===== src/include/hci_consts.svh =====
// ~~~~~~~~~~~~~~~~~~~~~~~~~~~~~~
// hci cluster slice constants
// widths, mux channel numbers and the apb register map
// ~~~~~~~~~~~~~~~~~~~~~~~~~~~~~~
`ifndef HCI_CONSTS_SVH
`define HCI_CONSTS_SVH

// data width and word address width of the tcdm bank, 64 words
`define HCI_DW       32
`define HCI_AW       6
// apb address width, enough for the window at 0x100
`define HCI_PAW      12

// static mux channels
`define HCI_NB_CHAN  3
`define HCI_CH_APB   0
`define HCI_CH_FILL  1
`define HCI_CH_SUM   2

// register offsets, all word aligned
`define HCI_REG_CMD    12'h000
`define HCI_REG_SEL    12'h004
`define HCI_REG_FILL   12'h008
`define HCI_REG_STATUS 12'h00C
`define HCI_REG_SUM    12'h010
// memory window covers 0x100 to 0x1fc, one word per 4 bytes
`define HCI_WIN_BASE   12'h100
`define HCI_WIN_MASK   12'hF00

`endif


===== src/source/hci_pkg.sv =====
// ~~~~~~~~~~~~~~~~~~~~~~~~~~~~~~
// hci cluster slice types
// operation encoding and the command word seen two ways
// ~~~~~~~~~~~~~~~~~~~~~~~~~~~~~~
`include "hci_consts.svh"

package hci_pkg;

  // engine operation carried in the low bits of the command word
  typedef enum logic [1:0] {
    HCI_OP_NONE = 2'd0,
    HCI_OP_FILL = 2'd1,
    HCI_OP_SUM  = 2'd2
  } hci_op_e;

  // len counts words from 1 to 64, so it needs one bit more than an address
  typedef struct packed {
    logic [`HCI_DW-`HCI_AW-10:0] rsvd;
    logic [`HCI_AW-1:0]          base;
    logic [`HCI_AW:0]            len;
    hci_op_e                     op;
  } hci_cmd_t;

  // apb writes the word as raw, the engines and start decode use the fields
  typedef union packed {
    logic [`HCI_DW-1:0] raw;
    hci_cmd_t           fields;
  } hci_cmd_u;

endpackage


===== src/source/hci_core_intf.sv =====
// ~~~~~~~~~~~~~~~~~~~~~~~~~~~~~~
// hci core port
// simplified tcdm request and response channel
// ~~~~~~~~~~~~~~~~~~~~~~~~~~~~~~
`timescale 1ns/100ps
`include "hci_consts.svh"

interface hci_core_intf;

  // request side, held stable by the initiator until gnt
  logic                 req;
  logic [`HCI_AW-1:0]   add;
  // wen high means a read
  logic                 wen;
  logic [`HCI_DW-1:0]   data;
  logic [`HCI_DW/8-1:0] be;

  // response side, r_valid follows a granted read by one cycle
  logic                 gnt;
  logic                 r_valid;
  logic [`HCI_DW-1:0]   r_data;

  modport initiator (
    output req, add, wen, data, be,
    input  gnt, r_valid, r_data
  );

  modport target (
    input  req, add, wen, data, be,
    output gnt, r_valid, r_data
  );

endinterface


===== src/source/apb_ctrl_regs.sv =====
// ~~~~~~~~~~~~~~~~~~~~~~~~~~~~~~
// apb control registers
// register file, memory window initiator and engine start logic
// ~~~~~~~~~~~~~~~~~~~~~~~~~~~~~~
`timescale 1ns/100ps
`include "hci_consts.svh"

module apb_ctrl_regs (
  input  logic                            clk_i,
  input  logic                            rst_n_i,
  input  logic [`HCI_PAW-1:0]             paddr_i,
  input  logic                            psel_i,
  input  logic                            penable_i,
  input  logic                            pwrite_i,
  input  logic [`HCI_DW-1:0]              pwdata_i,
  input  logic [`HCI_DW/8-1:0]            pstrb_i,
  output logic [`HCI_DW-1:0]              prdata_o,
  output logic                            pready_o,
  output logic                            pslverr_o,
  hci_core_intf.initiator                 win_o,
  output logic [$clog2(`HCI_NB_CHAN)-1:0] sel_o,
  output hci_pkg::hci_cmd_u               cmd_o,
  output logic [`HCI_DW-1:0]              fill_o,
  output logic                            start_fill_o,
  output logic                            start_sum_o,
  input  logic                            fill_done_i,
  input  logic                            sum_done_i,
  input  logic [`HCI_DW-1:0]              sum_i,
  output logic                            done_o
);

  localparam int unsigned SW = $clog2(`HCI_NB_CHAN);
  localparam int unsigned LW = `HCI_AW + 1;

  hci_pkg::hci_cmd_u  cmd_wr;
  hci_pkg::hci_cmd_u  cmd_q;
  logic [SW-1:0]      sel_q;
  logic [`HCI_DW-1:0] fill_q;
  logic [`HCI_DW-1:0] sum_q;
  logic               busy_q;
  logic               done_q;
  logic               rd_pend_q;
  logic               access_s;
  logic               win_hit_s;
  logic               cmd_ok_s;
  logic               err_s;
  logic               wr_ok_s;
  logic               cmd_acc_s;
  logic [`HCI_DW-1:0] reg_rdata;

  // ~~~~~~~~~~~~~~~~~~~~~~~~~~~~~~
  // access decode
  // ~~~~~~~~~~~~~~~~~~~~~~~~~~~~~~

  // the incoming write data seen as a command, only used for CMD writes
  assign cmd_wr.raw = pwdata_i;

  assign access_s  = psel_i & penable_i;
  assign win_hit_s = ((paddr_i & `HCI_WIN_MASK) == `HCI_WIN_BASE) && (paddr_i[1:0] == 2'b00);

  // a command is taken only when idle, with a sane length and an op that fits SEL
  assign cmd_ok_s = !busy_q
                 && (cmd_wr.fields.len != '0)
                 && (cmd_wr.fields.len <= LW'(2 ** `HCI_AW))
                 && (((cmd_wr.fields.op == hci_pkg::HCI_OP_FILL) && (sel_q == SW'(`HCI_CH_FILL)))
                  || ((cmd_wr.fields.op == hci_pkg::HCI_OP_SUM) && (sel_q == SW'(`HCI_CH_SUM))));

  always_comb begin : decode_proc
    err_s     = 1'b0;
    reg_rdata = '0;
    if (win_hit_s) begin
      // the window only works while the apb channel owns the bank
      err_s = (sel_q != SW'(`HCI_CH_APB));
    end else begin
      case (paddr_i)
        `HCI_REG_CMD: begin
          reg_rdata = cmd_q.raw;
          err_s     = pwrite_i & ~cmd_ok_s;
        end
        `HCI_REG_SEL: begin
          reg_rdata = `HCI_DW'(sel_q);
          err_s     = pwrite_i & (busy_q | (pwdata_i >= `HCI_NB_CHAN));
        end
        `HCI_REG_FILL: begin
          reg_rdata = fill_q;
        end
        // status and sum are read only, a write there is refused
        `HCI_REG_STATUS: begin
          reg_rdata = `HCI_DW'({done_q, busy_q});
          err_s     = pwrite_i;
        end
        `HCI_REG_SUM: begin
          reg_rdata = sum_q;
          err_s     = pwrite_i;
        end
        default: begin
          err_s = 1'b1;
        end
      endcase
    end
  end

  // ~~~~~~~~~~~~~~~~~~~~~~~~~~~~~~
  // memory window and apb response
  // ~~~~~~~~~~~~~~~~~~~~~~~~~~~~~~

  // no new request while a read waits for its data
  assign win_o.req  = access_s & win_hit_s & ~err_s & ~rd_pend_q;
  assign win_o.add  = paddr_i[`HCI_AW+1:2];
  assign win_o.wen  = ~pwrite_i;
  assign win_o.data = pwdata_i;
  assign win_o.be   = pstrb_i;

  // window writes finish on gnt, window reads wait one cycle for r_valid
  assign pready_o  = access_s & (~win_hit_s | err_s | (pwrite_i ? win_o.gnt : win_o.r_valid));
  assign pslverr_o = access_s & err_s;
  assign prdata_o  = win_hit_s ? win_o.r_data : reg_rdata;

  // accepted register write, and the accepted command among them
  assign wr_ok_s   = access_s & pwrite_i & ~err_s & ~win_hit_s;
  assign cmd_acc_s = wr_ok_s & (paddr_i == `HCI_REG_CMD);

  // the engine starts at the edge that also loads CMD
  assign start_fill_o = cmd_acc_s & (cmd_wr.fields.op == hci_pkg::HCI_OP_FILL);
  assign start_sum_o  = cmd_acc_s & (cmd_wr.fields.op == hci_pkg::HCI_OP_SUM);

  // ~~~~~~~~~~~~~~~~~~~~~~~~~~~~~~
  // registers and status
  // ~~~~~~~~~~~~~~~~~~~~~~~~~~~~~~
  always_ff @(posedge clk_i or negedge rst_n_i) begin : regs_proc
    if (!rst_n_i) begin
      cmd_q.raw <= '0;
      sel_q     <= '0;
      fill_q    <= '0;
      sum_q     <= '0;
      busy_q    <= 1'b0;
      done_q    <= 1'b0;
      rd_pend_q <= 1'b0;
    end else begin
      if (wr_ok_s) begin
        case (paddr_i)
          `HCI_REG_CMD:  cmd_q.raw <= pwdata_i;
          `HCI_REG_SEL:  sel_q     <= pwdata_i[SW-1:0];
          `HCI_REG_FILL: fill_q    <= pwdata_i;
          default: ;
        endcase
      end
      // sum_i already includes the last word in the done cycle
      if (sum_done_i) begin
        sum_q <= sum_i;
      end
      // done stays up until the next command is accepted
      if (cmd_acc_s) begin
        busy_q <= 1'b1;
        done_q <= 1'b0;
      end else if (fill_done_i || sum_done_i) begin
        busy_q <= 1'b0;
        done_q <= 1'b1;
      end
      rd_pend_q <= (rd_pend_q & ~win_o.r_valid) | (win_o.req & win_o.gnt & win_o.wen);
    end
  end

  assign sel_o  = sel_q;
  assign cmd_o  = cmd_q;
  assign fill_o = fill_q;
  assign done_o = done_q;

endmodule


===== src/source/hci_core_mux_static.sv =====
// ~~~~~~~~~~~~~~~~~~~~~~~~~~~~~~
// hci static multiplexer
// routes the one selected channel to the bank, no arbitration
// ~~~~~~~~~~~~~~~~~~~~~~~~~~~~~~
`timescale 1ns/100ps
`include "hci_consts.svh"

module hci_core_mux_static #(
  parameter int unsigned NB_CHAN = 3
) (
  // clock and reset stay on the port list like the rest of the hci family
  input  logic                       clk_i,
  input  logic                       rst_n_i,
  input  logic [$clog2(NB_CHAN)-1:0] sel_i,
  hci_core_intf.target               in_i [0:NB_CHAN-1],
  hci_core_intf.initiator            out_o
);

  localparam int unsigned SW = $clog2(NB_CHAN);

  // request fields of every channel gathered into arrays for indexing
  logic [NB_CHAN-1:0]                    in_req;
  logic [NB_CHAN-1:0]                    in_wen;
  logic [NB_CHAN-1:0][`HCI_AW-1:0]       in_add;
  logic [NB_CHAN-1:0][`HCI_DW-1:0]       in_data;
  logic [NB_CHAN-1:0][`HCI_DW/8-1:0]     in_be;

  for (genvar ii = 0; ii < NB_CHAN; ii++) begin : gen_chan
    assign in_req[ii]  = in_i[ii].req;
    assign in_wen[ii]  = in_i[ii].wen;
    assign in_add[ii]  = in_i[ii].add;
    assign in_data[ii] = in_i[ii].data;
    assign in_be[ii]   = in_i[ii].be;

    // a channel that is not selected never sees gnt, so it just stalls
    assign in_i[ii].gnt     = (sel_i == SW'(ii)) ? out_o.gnt : 1'b0;
    assign in_i[ii].r_valid = (sel_i == SW'(ii)) ? out_o.r_valid : 1'b0;
    // read data goes to everyone, r_valid says who owns it
    assign in_i[ii].r_data  = out_o.r_data;
  end

  // software only changes sel_i while idle, so the switch is glitch free
  assign out_o.req  = in_req[sel_i];
  assign out_o.add  = in_add[sel_i];
  assign out_o.wen  = in_wen[sel_i];
  assign out_o.data = in_data[sel_i];
  assign out_o.be   = in_be[sel_i];

endmodule


===== src/source/hci_fill_engine.sv =====
// ~~~~~~~~~~~~~~~~~~~~~~~~~~~~~~
// hci fill engine
// writes fill+i to word base+i for len words
// ~~~~~~~~~~~~~~~~~~~~~~~~~~~~~~
`timescale 1ns/100ps
`include "hci_consts.svh"

module hci_fill_engine (
  input  logic               clk_i,
  input  logic               rst_n_i,
  input  logic               start_i,
  input  hci_pkg::hci_cmd_u  cmd_i,
  input  logic [`HCI_DW-1:0] fill_i,
  hci_core_intf.initiator    port_o,
  output logic               done_o
);

  localparam int unsigned LW = `HCI_AW + 1;

  logic               active_q;
  logic [LW-1:0]      cnt_q;
  logic [`HCI_DW-1:0] fill_q;
  logic               last_s;

  // cmd_i is frozen while busy, so it is read directly
  assign last_s = (cnt_q == cmd_i.fields.len - LW'(1));

  // one write per cycle, the address wraps at the end of the bank
  assign port_o.req  = active_q;
  assign port_o.add  = cmd_i.fields.base + cnt_q[`HCI_AW-1:0];
  assign port_o.wen  = 1'b0;
  assign port_o.data = fill_q + `HCI_DW'(cnt_q);
  assign port_o.be   = '1;

  // done in the cycle of the last grant
  assign done_o = active_q & port_o.gnt & last_s;

  always_ff @(posedge clk_i or negedge rst_n_i) begin : ctrl_proc
    if (!rst_n_i) begin
      active_q <= 1'b0;
      cnt_q    <= '0;
    end else if (start_i) begin
      active_q <= 1'b1;
      cnt_q    <= '0;
    end else if (active_q && port_o.gnt) begin
      cnt_q <= cnt_q + LW'(1);
      if (last_s) begin
        active_q <= 1'b0;
      end
    end
  end

  // the fill value is captured once so a later FILL write cannot disturb a run
  always_ff @(posedge clk_i) begin : fill_proc
    if (start_i) begin
      fill_q <= fill_i;
    end
  end

endmodule


===== src/source/hci_subsystem_top.sv =====
// ~~~~~~~~~~~~~~~~~~~~~~~~~~~~~~
// hci subsystem top
// apb host, fill and sum engines sharing one tcdm bank
// ~~~~~~~~~~~~~~~~~~~~~~~~~~~~~~
`timescale 1ns/100ps
`include "hci_consts.svh"

module hci_subsystem_top (
  input  logic                 clk_i,
  input  logic                 rst_n_i,
  input  logic [`HCI_PAW-1:0]  paddr_i,
  input  logic                 psel_i,
  input  logic                 penable_i,
  input  logic                 pwrite_i,
  input  logic [`HCI_DW-1:0]   pwdata_i,
  input  logic [`HCI_DW/8-1:0] pstrb_i,
  output logic [`HCI_DW-1:0]   prdata_o,
  output logic                 pready_o,
  output logic                 pslverr_o,
  output logic                 done_o
);

  logic [$clog2(`HCI_NB_CHAN)-1:0] sel_s;
  hci_pkg::hci_cmd_u               cmd_s;
  logic [`HCI_DW-1:0]              fill_s;
  logic [`HCI_DW-1:0]              sum_s;
  logic                            start_fill_s;
  logic                            start_sum_s;
  logic                            fill_done_s;
  logic                            sum_done_s;

  // one port per mux channel plus the bank side
  hci_core_intf chan_if [0:`HCI_NB_CHAN-1] ();
  hci_core_intf bank_if ();

  apb_ctrl_regs regs_i (
    .clk_i        (clk_i),
    .rst_n_i      (rst_n_i),
    .paddr_i      (paddr_i),
    .psel_i       (psel_i),
    .penable_i    (penable_i),
    .pwrite_i     (pwrite_i),
    .pwdata_i     (pwdata_i),
    .pstrb_i      (pstrb_i),
    .prdata_o     (prdata_o),
    .pready_o     (pready_o),
    .pslverr_o    (pslverr_o),
    .win_o        (chan_if[`HCI_CH_APB]),
    .sel_o        (sel_s),
    .cmd_o        (cmd_s),
    .fill_o       (fill_s),
    .start_fill_o (start_fill_s),
    .start_sum_o  (start_sum_s),
    .fill_done_i  (fill_done_s),
    .sum_done_i   (sum_done_s),
    .sum_i        (sum_s),
    .done_o       (done_o)
  );

  hci_fill_engine fill_i (
    .clk_i   (clk_i),
    .rst_n_i (rst_n_i),
    .start_i (start_fill_s),
    .cmd_i   (cmd_s),
    .fill_i  (fill_s),
    .port_o  (chan_if[`HCI_CH_FILL]),
    .done_o  (fill_done_s)
  );

  hci_sum_engine sum_i (
    .clk_i   (clk_i),
    .rst_n_i (rst_n_i),
    .start_i (start_sum_s),
    .cmd_i   (cmd_s),
    .port_o  (chan_if[`HCI_CH_SUM]),
    .sum_o   (sum_s),
    .done_o  (sum_done_s)
  );

  // SEL picks the owner of the bank, changed only while idle
  hci_core_mux_static #(
    .NB_CHAN (`HCI_NB_CHAN)
  ) mux_i (
    .clk_i   (clk_i),
    .rst_n_i (rst_n_i),
    .sel_i   (sel_s),
    .in_i    (chan_if),
    .out_o   (bank_if)
  );

  tcdm_bank bank_i (
    .clk_i   (clk_i),
    .rst_n_i (rst_n_i),
    .port_i  (bank_if)
  );

endmodule


===== src/source/hci_sum_engine.sv =====
// ~~~~~~~~~~~~~~~~~~~~~~~~~~~~~~
// hci sum engine
// reads len words from base and adds them modulo 2^32
// ~~~~~~~~~~~~~~~~~~~~~~~~~~~~~~
`timescale 1ns/100ps
`include "hci_consts.svh"

module hci_sum_engine (
  input  logic               clk_i,
  input  logic               rst_n_i,
  input  logic               start_i,
  input  hci_pkg::hci_cmd_u  cmd_i,
  hci_core_intf.initiator    port_o,
  output logic [`HCI_DW-1:0] sum_o,
  output logic               done_o
);

  localparam int unsigned LW = `HCI_AW + 1;

  logic               active_q;
  // issue and response counters run apart, reads overlap by one
  logic [LW-1:0]      iss_q;
  logic [LW-1:0]      rsp_q;
  logic [`HCI_DW-1:0] acc_q;

  // keep issuing until len reads have been granted
  assign port_o.req  = active_q & (iss_q < cmd_i.fields.len);
  assign port_o.add  = cmd_i.fields.base + iss_q[`HCI_AW-1:0];
  assign port_o.wen  = 1'b1;
  assign port_o.data = '0;
  assign port_o.be   = '1;

  // sum_o already holds the word that arrives this cycle
  assign sum_o  = port_o.r_valid ? acc_q + port_o.r_data : acc_q;
  assign done_o = active_q & port_o.r_valid & (rsp_q == cmd_i.fields.len - LW'(1));

  always_ff @(posedge clk_i or negedge rst_n_i) begin : ctrl_proc
    if (!rst_n_i) begin
      active_q <= 1'b0;
      iss_q    <= '0;
      rsp_q    <= '0;
      acc_q    <= '0;
    end else if (start_i) begin
      active_q <= 1'b1;
      iss_q    <= '0;
      rsp_q    <= '0;
      acc_q    <= '0;
    end else if (active_q) begin
      if (port_o.req && port_o.gnt) begin
        iss_q <= iss_q + LW'(1);
      end
      if (port_o.r_valid) begin
        rsp_q <= rsp_q + LW'(1);
        acc_q <= sum_o;
      end
      // the last response ends the run
      if (done_o) begin
        active_q <= 1'b0;
      end
    end
  end

endmodule


===== src/source/tcdm_bank.sv =====
// ~~~~~~~~~~~~~~~~~~~~~~~~~~~~~~
// tcdm bank
// single ported word memory, byte writes, one cycle read
// ~~~~~~~~~~~~~~~~~~~~~~~~~~~~~~
`timescale 1ns/100ps
`include "hci_consts.svh"

module tcdm_bank (
  input  logic         clk_i,
  input  logic         rst_n_i,
  hci_core_intf.target port_i
);

  localparam int unsigned NB_WORDS = 2 ** `HCI_AW;

  logic [`HCI_DW-1:0] mem_q [0:NB_WORDS-1];
  logic [`HCI_DW-1:0] rdata_q;
  logic               rvalid_q;

  // the bank is never busy, every request is taken in its own cycle
  assign port_i.gnt = port_i.req;

  // storage and read data path
  always_ff @(posedge clk_i) begin : mem_proc
    if (port_i.req && !port_i.wen) begin
      for (int b = 0; b < `HCI_DW / 8; b++) begin
        if (port_i.be[b]) begin
          mem_q[port_i.add][8*b +: 8] <= port_i.data[8*b +: 8];
        end
      end
    end
    if (port_i.req && port_i.wen) begin
      rdata_q <= mem_q[port_i.add];
    end
  end

  // response strobe for reads only, writes are silent
  always_ff @(posedge clk_i or negedge rst_n_i) begin : rvalid_proc
    if (!rst_n_i) begin
      rvalid_q <= 1'b0;
    end else begin
      rvalid_q <= port_i.req & port_i.wen;
    end
  end

  assign port_i.r_valid = rvalid_q;
  assign port_i.r_data  = rdata_q;

endmodule


===== config.mk =====
export PLATFORM = sky130hd
export DESIGN_NAME = hci_subsystem_top
export DESIGN_NICKNAME = d
export VERILOG_FILES = /design/src/source/hci_pkg.sv /design/src/source/hci_core_intf.sv /design/src/source/apb_ctrl_regs.sv /design/src/source/hci_core_mux_static.sv /design/src/source/hci_fill_engine.sv /design/src/source/hci_subsystem_top.sv /design/src/source/hci_sum_engine.sv /design/src/source/tcdm_bank.sv
export VERILOG_INCLUDE_DIRS = /design/src /design/src/include
export SDC_FILE = /design/constraint.sdc
export NUM_CORES = 2
export LEC_CHECK = 0
export BUFFER_PORTS_ARGS = -buffer_cell sky130_fd_sc_hd__buf_2
export CAP_MARGIN = 20
export CORE_MARGIN = 3
export CORE_UTILIZATION = 45
export CTS_BUF_LIST = sky130_fd_sc_hd__clkbuf_4 sky130_fd_sc_hd__clkbuf_8
export CTS_CLUSTER_DIAMETER = 100
export DETAILED_ROUTE_END_ITERATION = 10
export PLACE_DENSITY = 0.64
export SLEW_MARGIN = 20
export SYNTH_ARGS = -nofsm -noshare
export SYNTH_HDL_FRONTEND = slang
export SYNTH_SLANG_ARGS = --single-unit

===== constraint.sdc =====
create_clock -name clk_i -period 7.16 [get_ports clk_i]
set_input_delay 0.716 -clock clk_i [delete_from_list [all_inputs] [get_ports clk_i]]
set_output_delay 0.716 -clock clk_i [all_outputs]
set_load 0.02 [all_outputs]

==> flow_summary_export.csv <==
group,metric,value,unit
global_routing,antenna_found_initial,20,
timing,worst_slack,1.00,ns
job,max_cap_violations,0,
worst_setup_path,start_kind,"flip-flop",
clocking,cts.sinks,2269,
clocking,cts_made_buffers,375,
layout,fin_util,51.1,%
worst_setup_path,reg2reg_to,"bank_i.port_i.r_data[26]",
layout,fin_cells,9339,
synthesis,ys_ff_latch,2269,
drt,vias_per_cell,6.42,
layout,fill_cells,16500,
synthesis,synth_top_area_share,69.7,%
synthesis,synth_nets,6250,
synthesis,synth_seq_area_share,74.0,%
global_routing,gr-total-overflow,0,
worst_setup_path,required,7.83,ns
drt,vias,59900,
timing,slew_headroom,12.9,%
timing,worst_slew_pin_slew,1.27,ns
timing,finalMaxSlewViolations,0,
timing,period_share,86.0,%
place,dpl_cell_area,95000,um2
floorplan,core-area,200000,um2
power,total_power,26.9,mW
drt,wl_per_cell,31.5,um
power,leakagePower,34.1,nW
floorplan,die_x,456,um
clocking,cts_tree,"done",
synthesis,syn_area,91000,um2
clocking,cts_buffer_depth,4,
clocking,cts.htree.levels,5,
drt,dr.pass1.iters,8,
place,hpwlAfterDp,173000,um
power,p_per_area,263,nW/um2
synthesis,syn_avg_cell_area,14.8,um2
timing,finalSetupTns,0,ns
worst_setup_path,criticalPathCategory,"reg -> reg",
drt,drc,0,
synthesis,synth_area_leaders,"edfxtp_1, dfrtp_1, nand2_1",
floorplan,fp.dieH,456,um
layout,area_growth,12.5,%
timing,max_freq,162,MHz
worst_setup_path,crit_path_start,"regs_i.sel_o[1]",
layout,drive_above_1_share,15.1,%
worst_setup_path,r2r_cells,10,
worst_setup_path,crit_end,"bank_i.port_i.r_data[26]",
clocking,post_cts_buffers,0,
layout,multi_input_area,22400,um2
timing,hold_violations,0,
floorplan,die-area,208000,um2
timing,hold_ws,0.196,ns
power,vdd_ir_drop_max,0.222,mV
worst_setup_path,rrSetupSlack,1.00,ns
global_routing,grt_pass1_vias,58100,
floorplan,initial_core_util,45.4,%
layout,layout_commonest_cell,"edfxtp_1",
min_path,hold_path.class,"in -> async",
drt,drt_iter0_markers,9644,
floorplan,io_pins,88,
timing,setup_viol,0,
drt,postRouteAntennaNets,0,
worst_setup_path,critPathArrivalTime,6.83,ns
place,pre_cts_ws,1.35,ns
clocking,clk_latency,1.11,ns
worst_setup_path,cp-end-kind,"flip-flop",
place,gp_congestion,0.924,
timing,finalClockSkew,0.0997,ns
worst_setup_path,r2r-start,"regs_i.sel_o[1]",
synthesis,yosys_warnings,0,
drt,drt-total-wl,294000,um
synthesis,yosys.area.top_type,"edfxtp_1",
synthesis,netlist_instances,6135,
synthesis,synth_cell_types,92,
place,dp_cells,8641,
global_routing,grt_max_degree,102,
layout,final_cell_area,102000,um2
synthesis,synth_flop_cell,"edfxtp_1",
clocking,clkTransAtPathRegs,0.06,ns
synthesis,synth_edf_count,2112,
clocking,clockRootBuffer,"clkbuf_8",
global_routing,grtUsageTotal,27.7,%
worst_setup_path,crit_fanout,45,
layout,seqCellArea,67400,um2
synthesis,async_flop_share,6.92,%
global_routing,grt_pass1_wl,419000,um
floorplan,rows,164,
timing,min_period,6.16,ns
clocking,cts.repair.resized,0,
outcome,status,"finished, final reports clean",
layout,mostFrequentLayoutCells,"edfxtp_1, nand2_1, a21oi_1",
place,portBuffers,87,
clocking,cts_hold_buf,34,
timing,rsz0062_at_grt,"no",
layout,nets,6511,
## logic make-up after synthesis
logic type	share of synthesized area [%]
flops	74.0
simple gates	7.06
compound gates	11.1
buf+inv	2.11
mux	3.91
xor+xnor	0.924
fa+ha+maj	0.885
## how the worst min path moves through the flow
stage | from | to | slack (ns) | cells after the start
final | rst_n_i | regs_i.cmd_o[27] | 0.20 | 2
after floorplan | rst_n_i | bank_i.port_i.r_valid | 0.42 | 0
after global placement | regs_i.fill_o[22] | fill_i.fill_q[22] | 0.45 | 0
after global routing | penable_i | regs_i.rd_pend_q | 0.20 | 4
after CTS | penable_i | regs_i.rd_pend_q | 0.11 | 4
after detailed placement | regs_i.fill_o[30] | fill_i.fill_q[30] | 0.46 | 0
## metal layers
layer  vias up  global-route usage [%]  part of all wire [%]
met2      4616                    41.8                    45
li1      24500                       -                     -
met1     30000                    37.7                    38
met4         6                    12.6                   4.8
met3       798                    7.33                    13
met5         -                       0                 0.014
## Yosys cell counts, drive strengths merged (60+ instances only)
cell and number:
edfxtp 2112, nand2 839, a21oi 414, nor2 399, buf 257, a22oi 253, mux2i 163, dfrtp 157
clkbuf 131, a221oi 127, o21ai 125, nand3 99, o22ai 94, a211oi 78, mux2 77, a222oi 60
## flip-flops by register name, summed over array words and instances, names as in the netlist
signal,cells
regs_i.busy_q,1
fill_i.cnt_q,7
regs_i.rd_pend_q,1
regs_i.sel_o,2
regs_i.cmd_o,32
regs_i.done_o,1
regs_i.sum_q,32
sum_i.iss_q,7
bank_i.mem_q,2048
bank_i.port_i.r_valid,1
fill_i.port_o.req,1
sum_i.rsp_q,7
sum_i.acc_q,32
regs_i.fill_o,32
bank_i.port_i.r_data,32
sum_i.active_q,1
fill_i.fill_q,32
## power breakdown
group / total, mW / internal [mW] / leakage (nW) / switching (mW)
sequential: 14.5 / 14.5 / 21.0 / 0.00127
clock: 11.0 / 5.80 / 3.70 / 5.17
combinational: 1.43 / 0.346 / 9.45 / 1.09
## critical path, stage by stage (launching register included)
cell and delay, ns:
dfrtp_4 0.91, nor2b_1 0.43, o2bb2ai_4 0.46, buf_12 0.34
nand2_4 0.80, buf_4 0.53, a21oi_1 0.10, a221oi_1 0.24
o221ai_1 0.30, a2111oi_0 1.18, nand3_1 0.42
## final cells by class
type	instances	share of cell area (%)
antenna	16	0.0391
clock inverter	162	0.891
clock buffer	486	5.93
timing repair buffer	272	2.09
multi-input combinational	3436	21.9
sequential	2269	65.8
inverter	42	0.154
tap	2656	3.25
No activity file was read; power rests on OpenSTA's default activity.
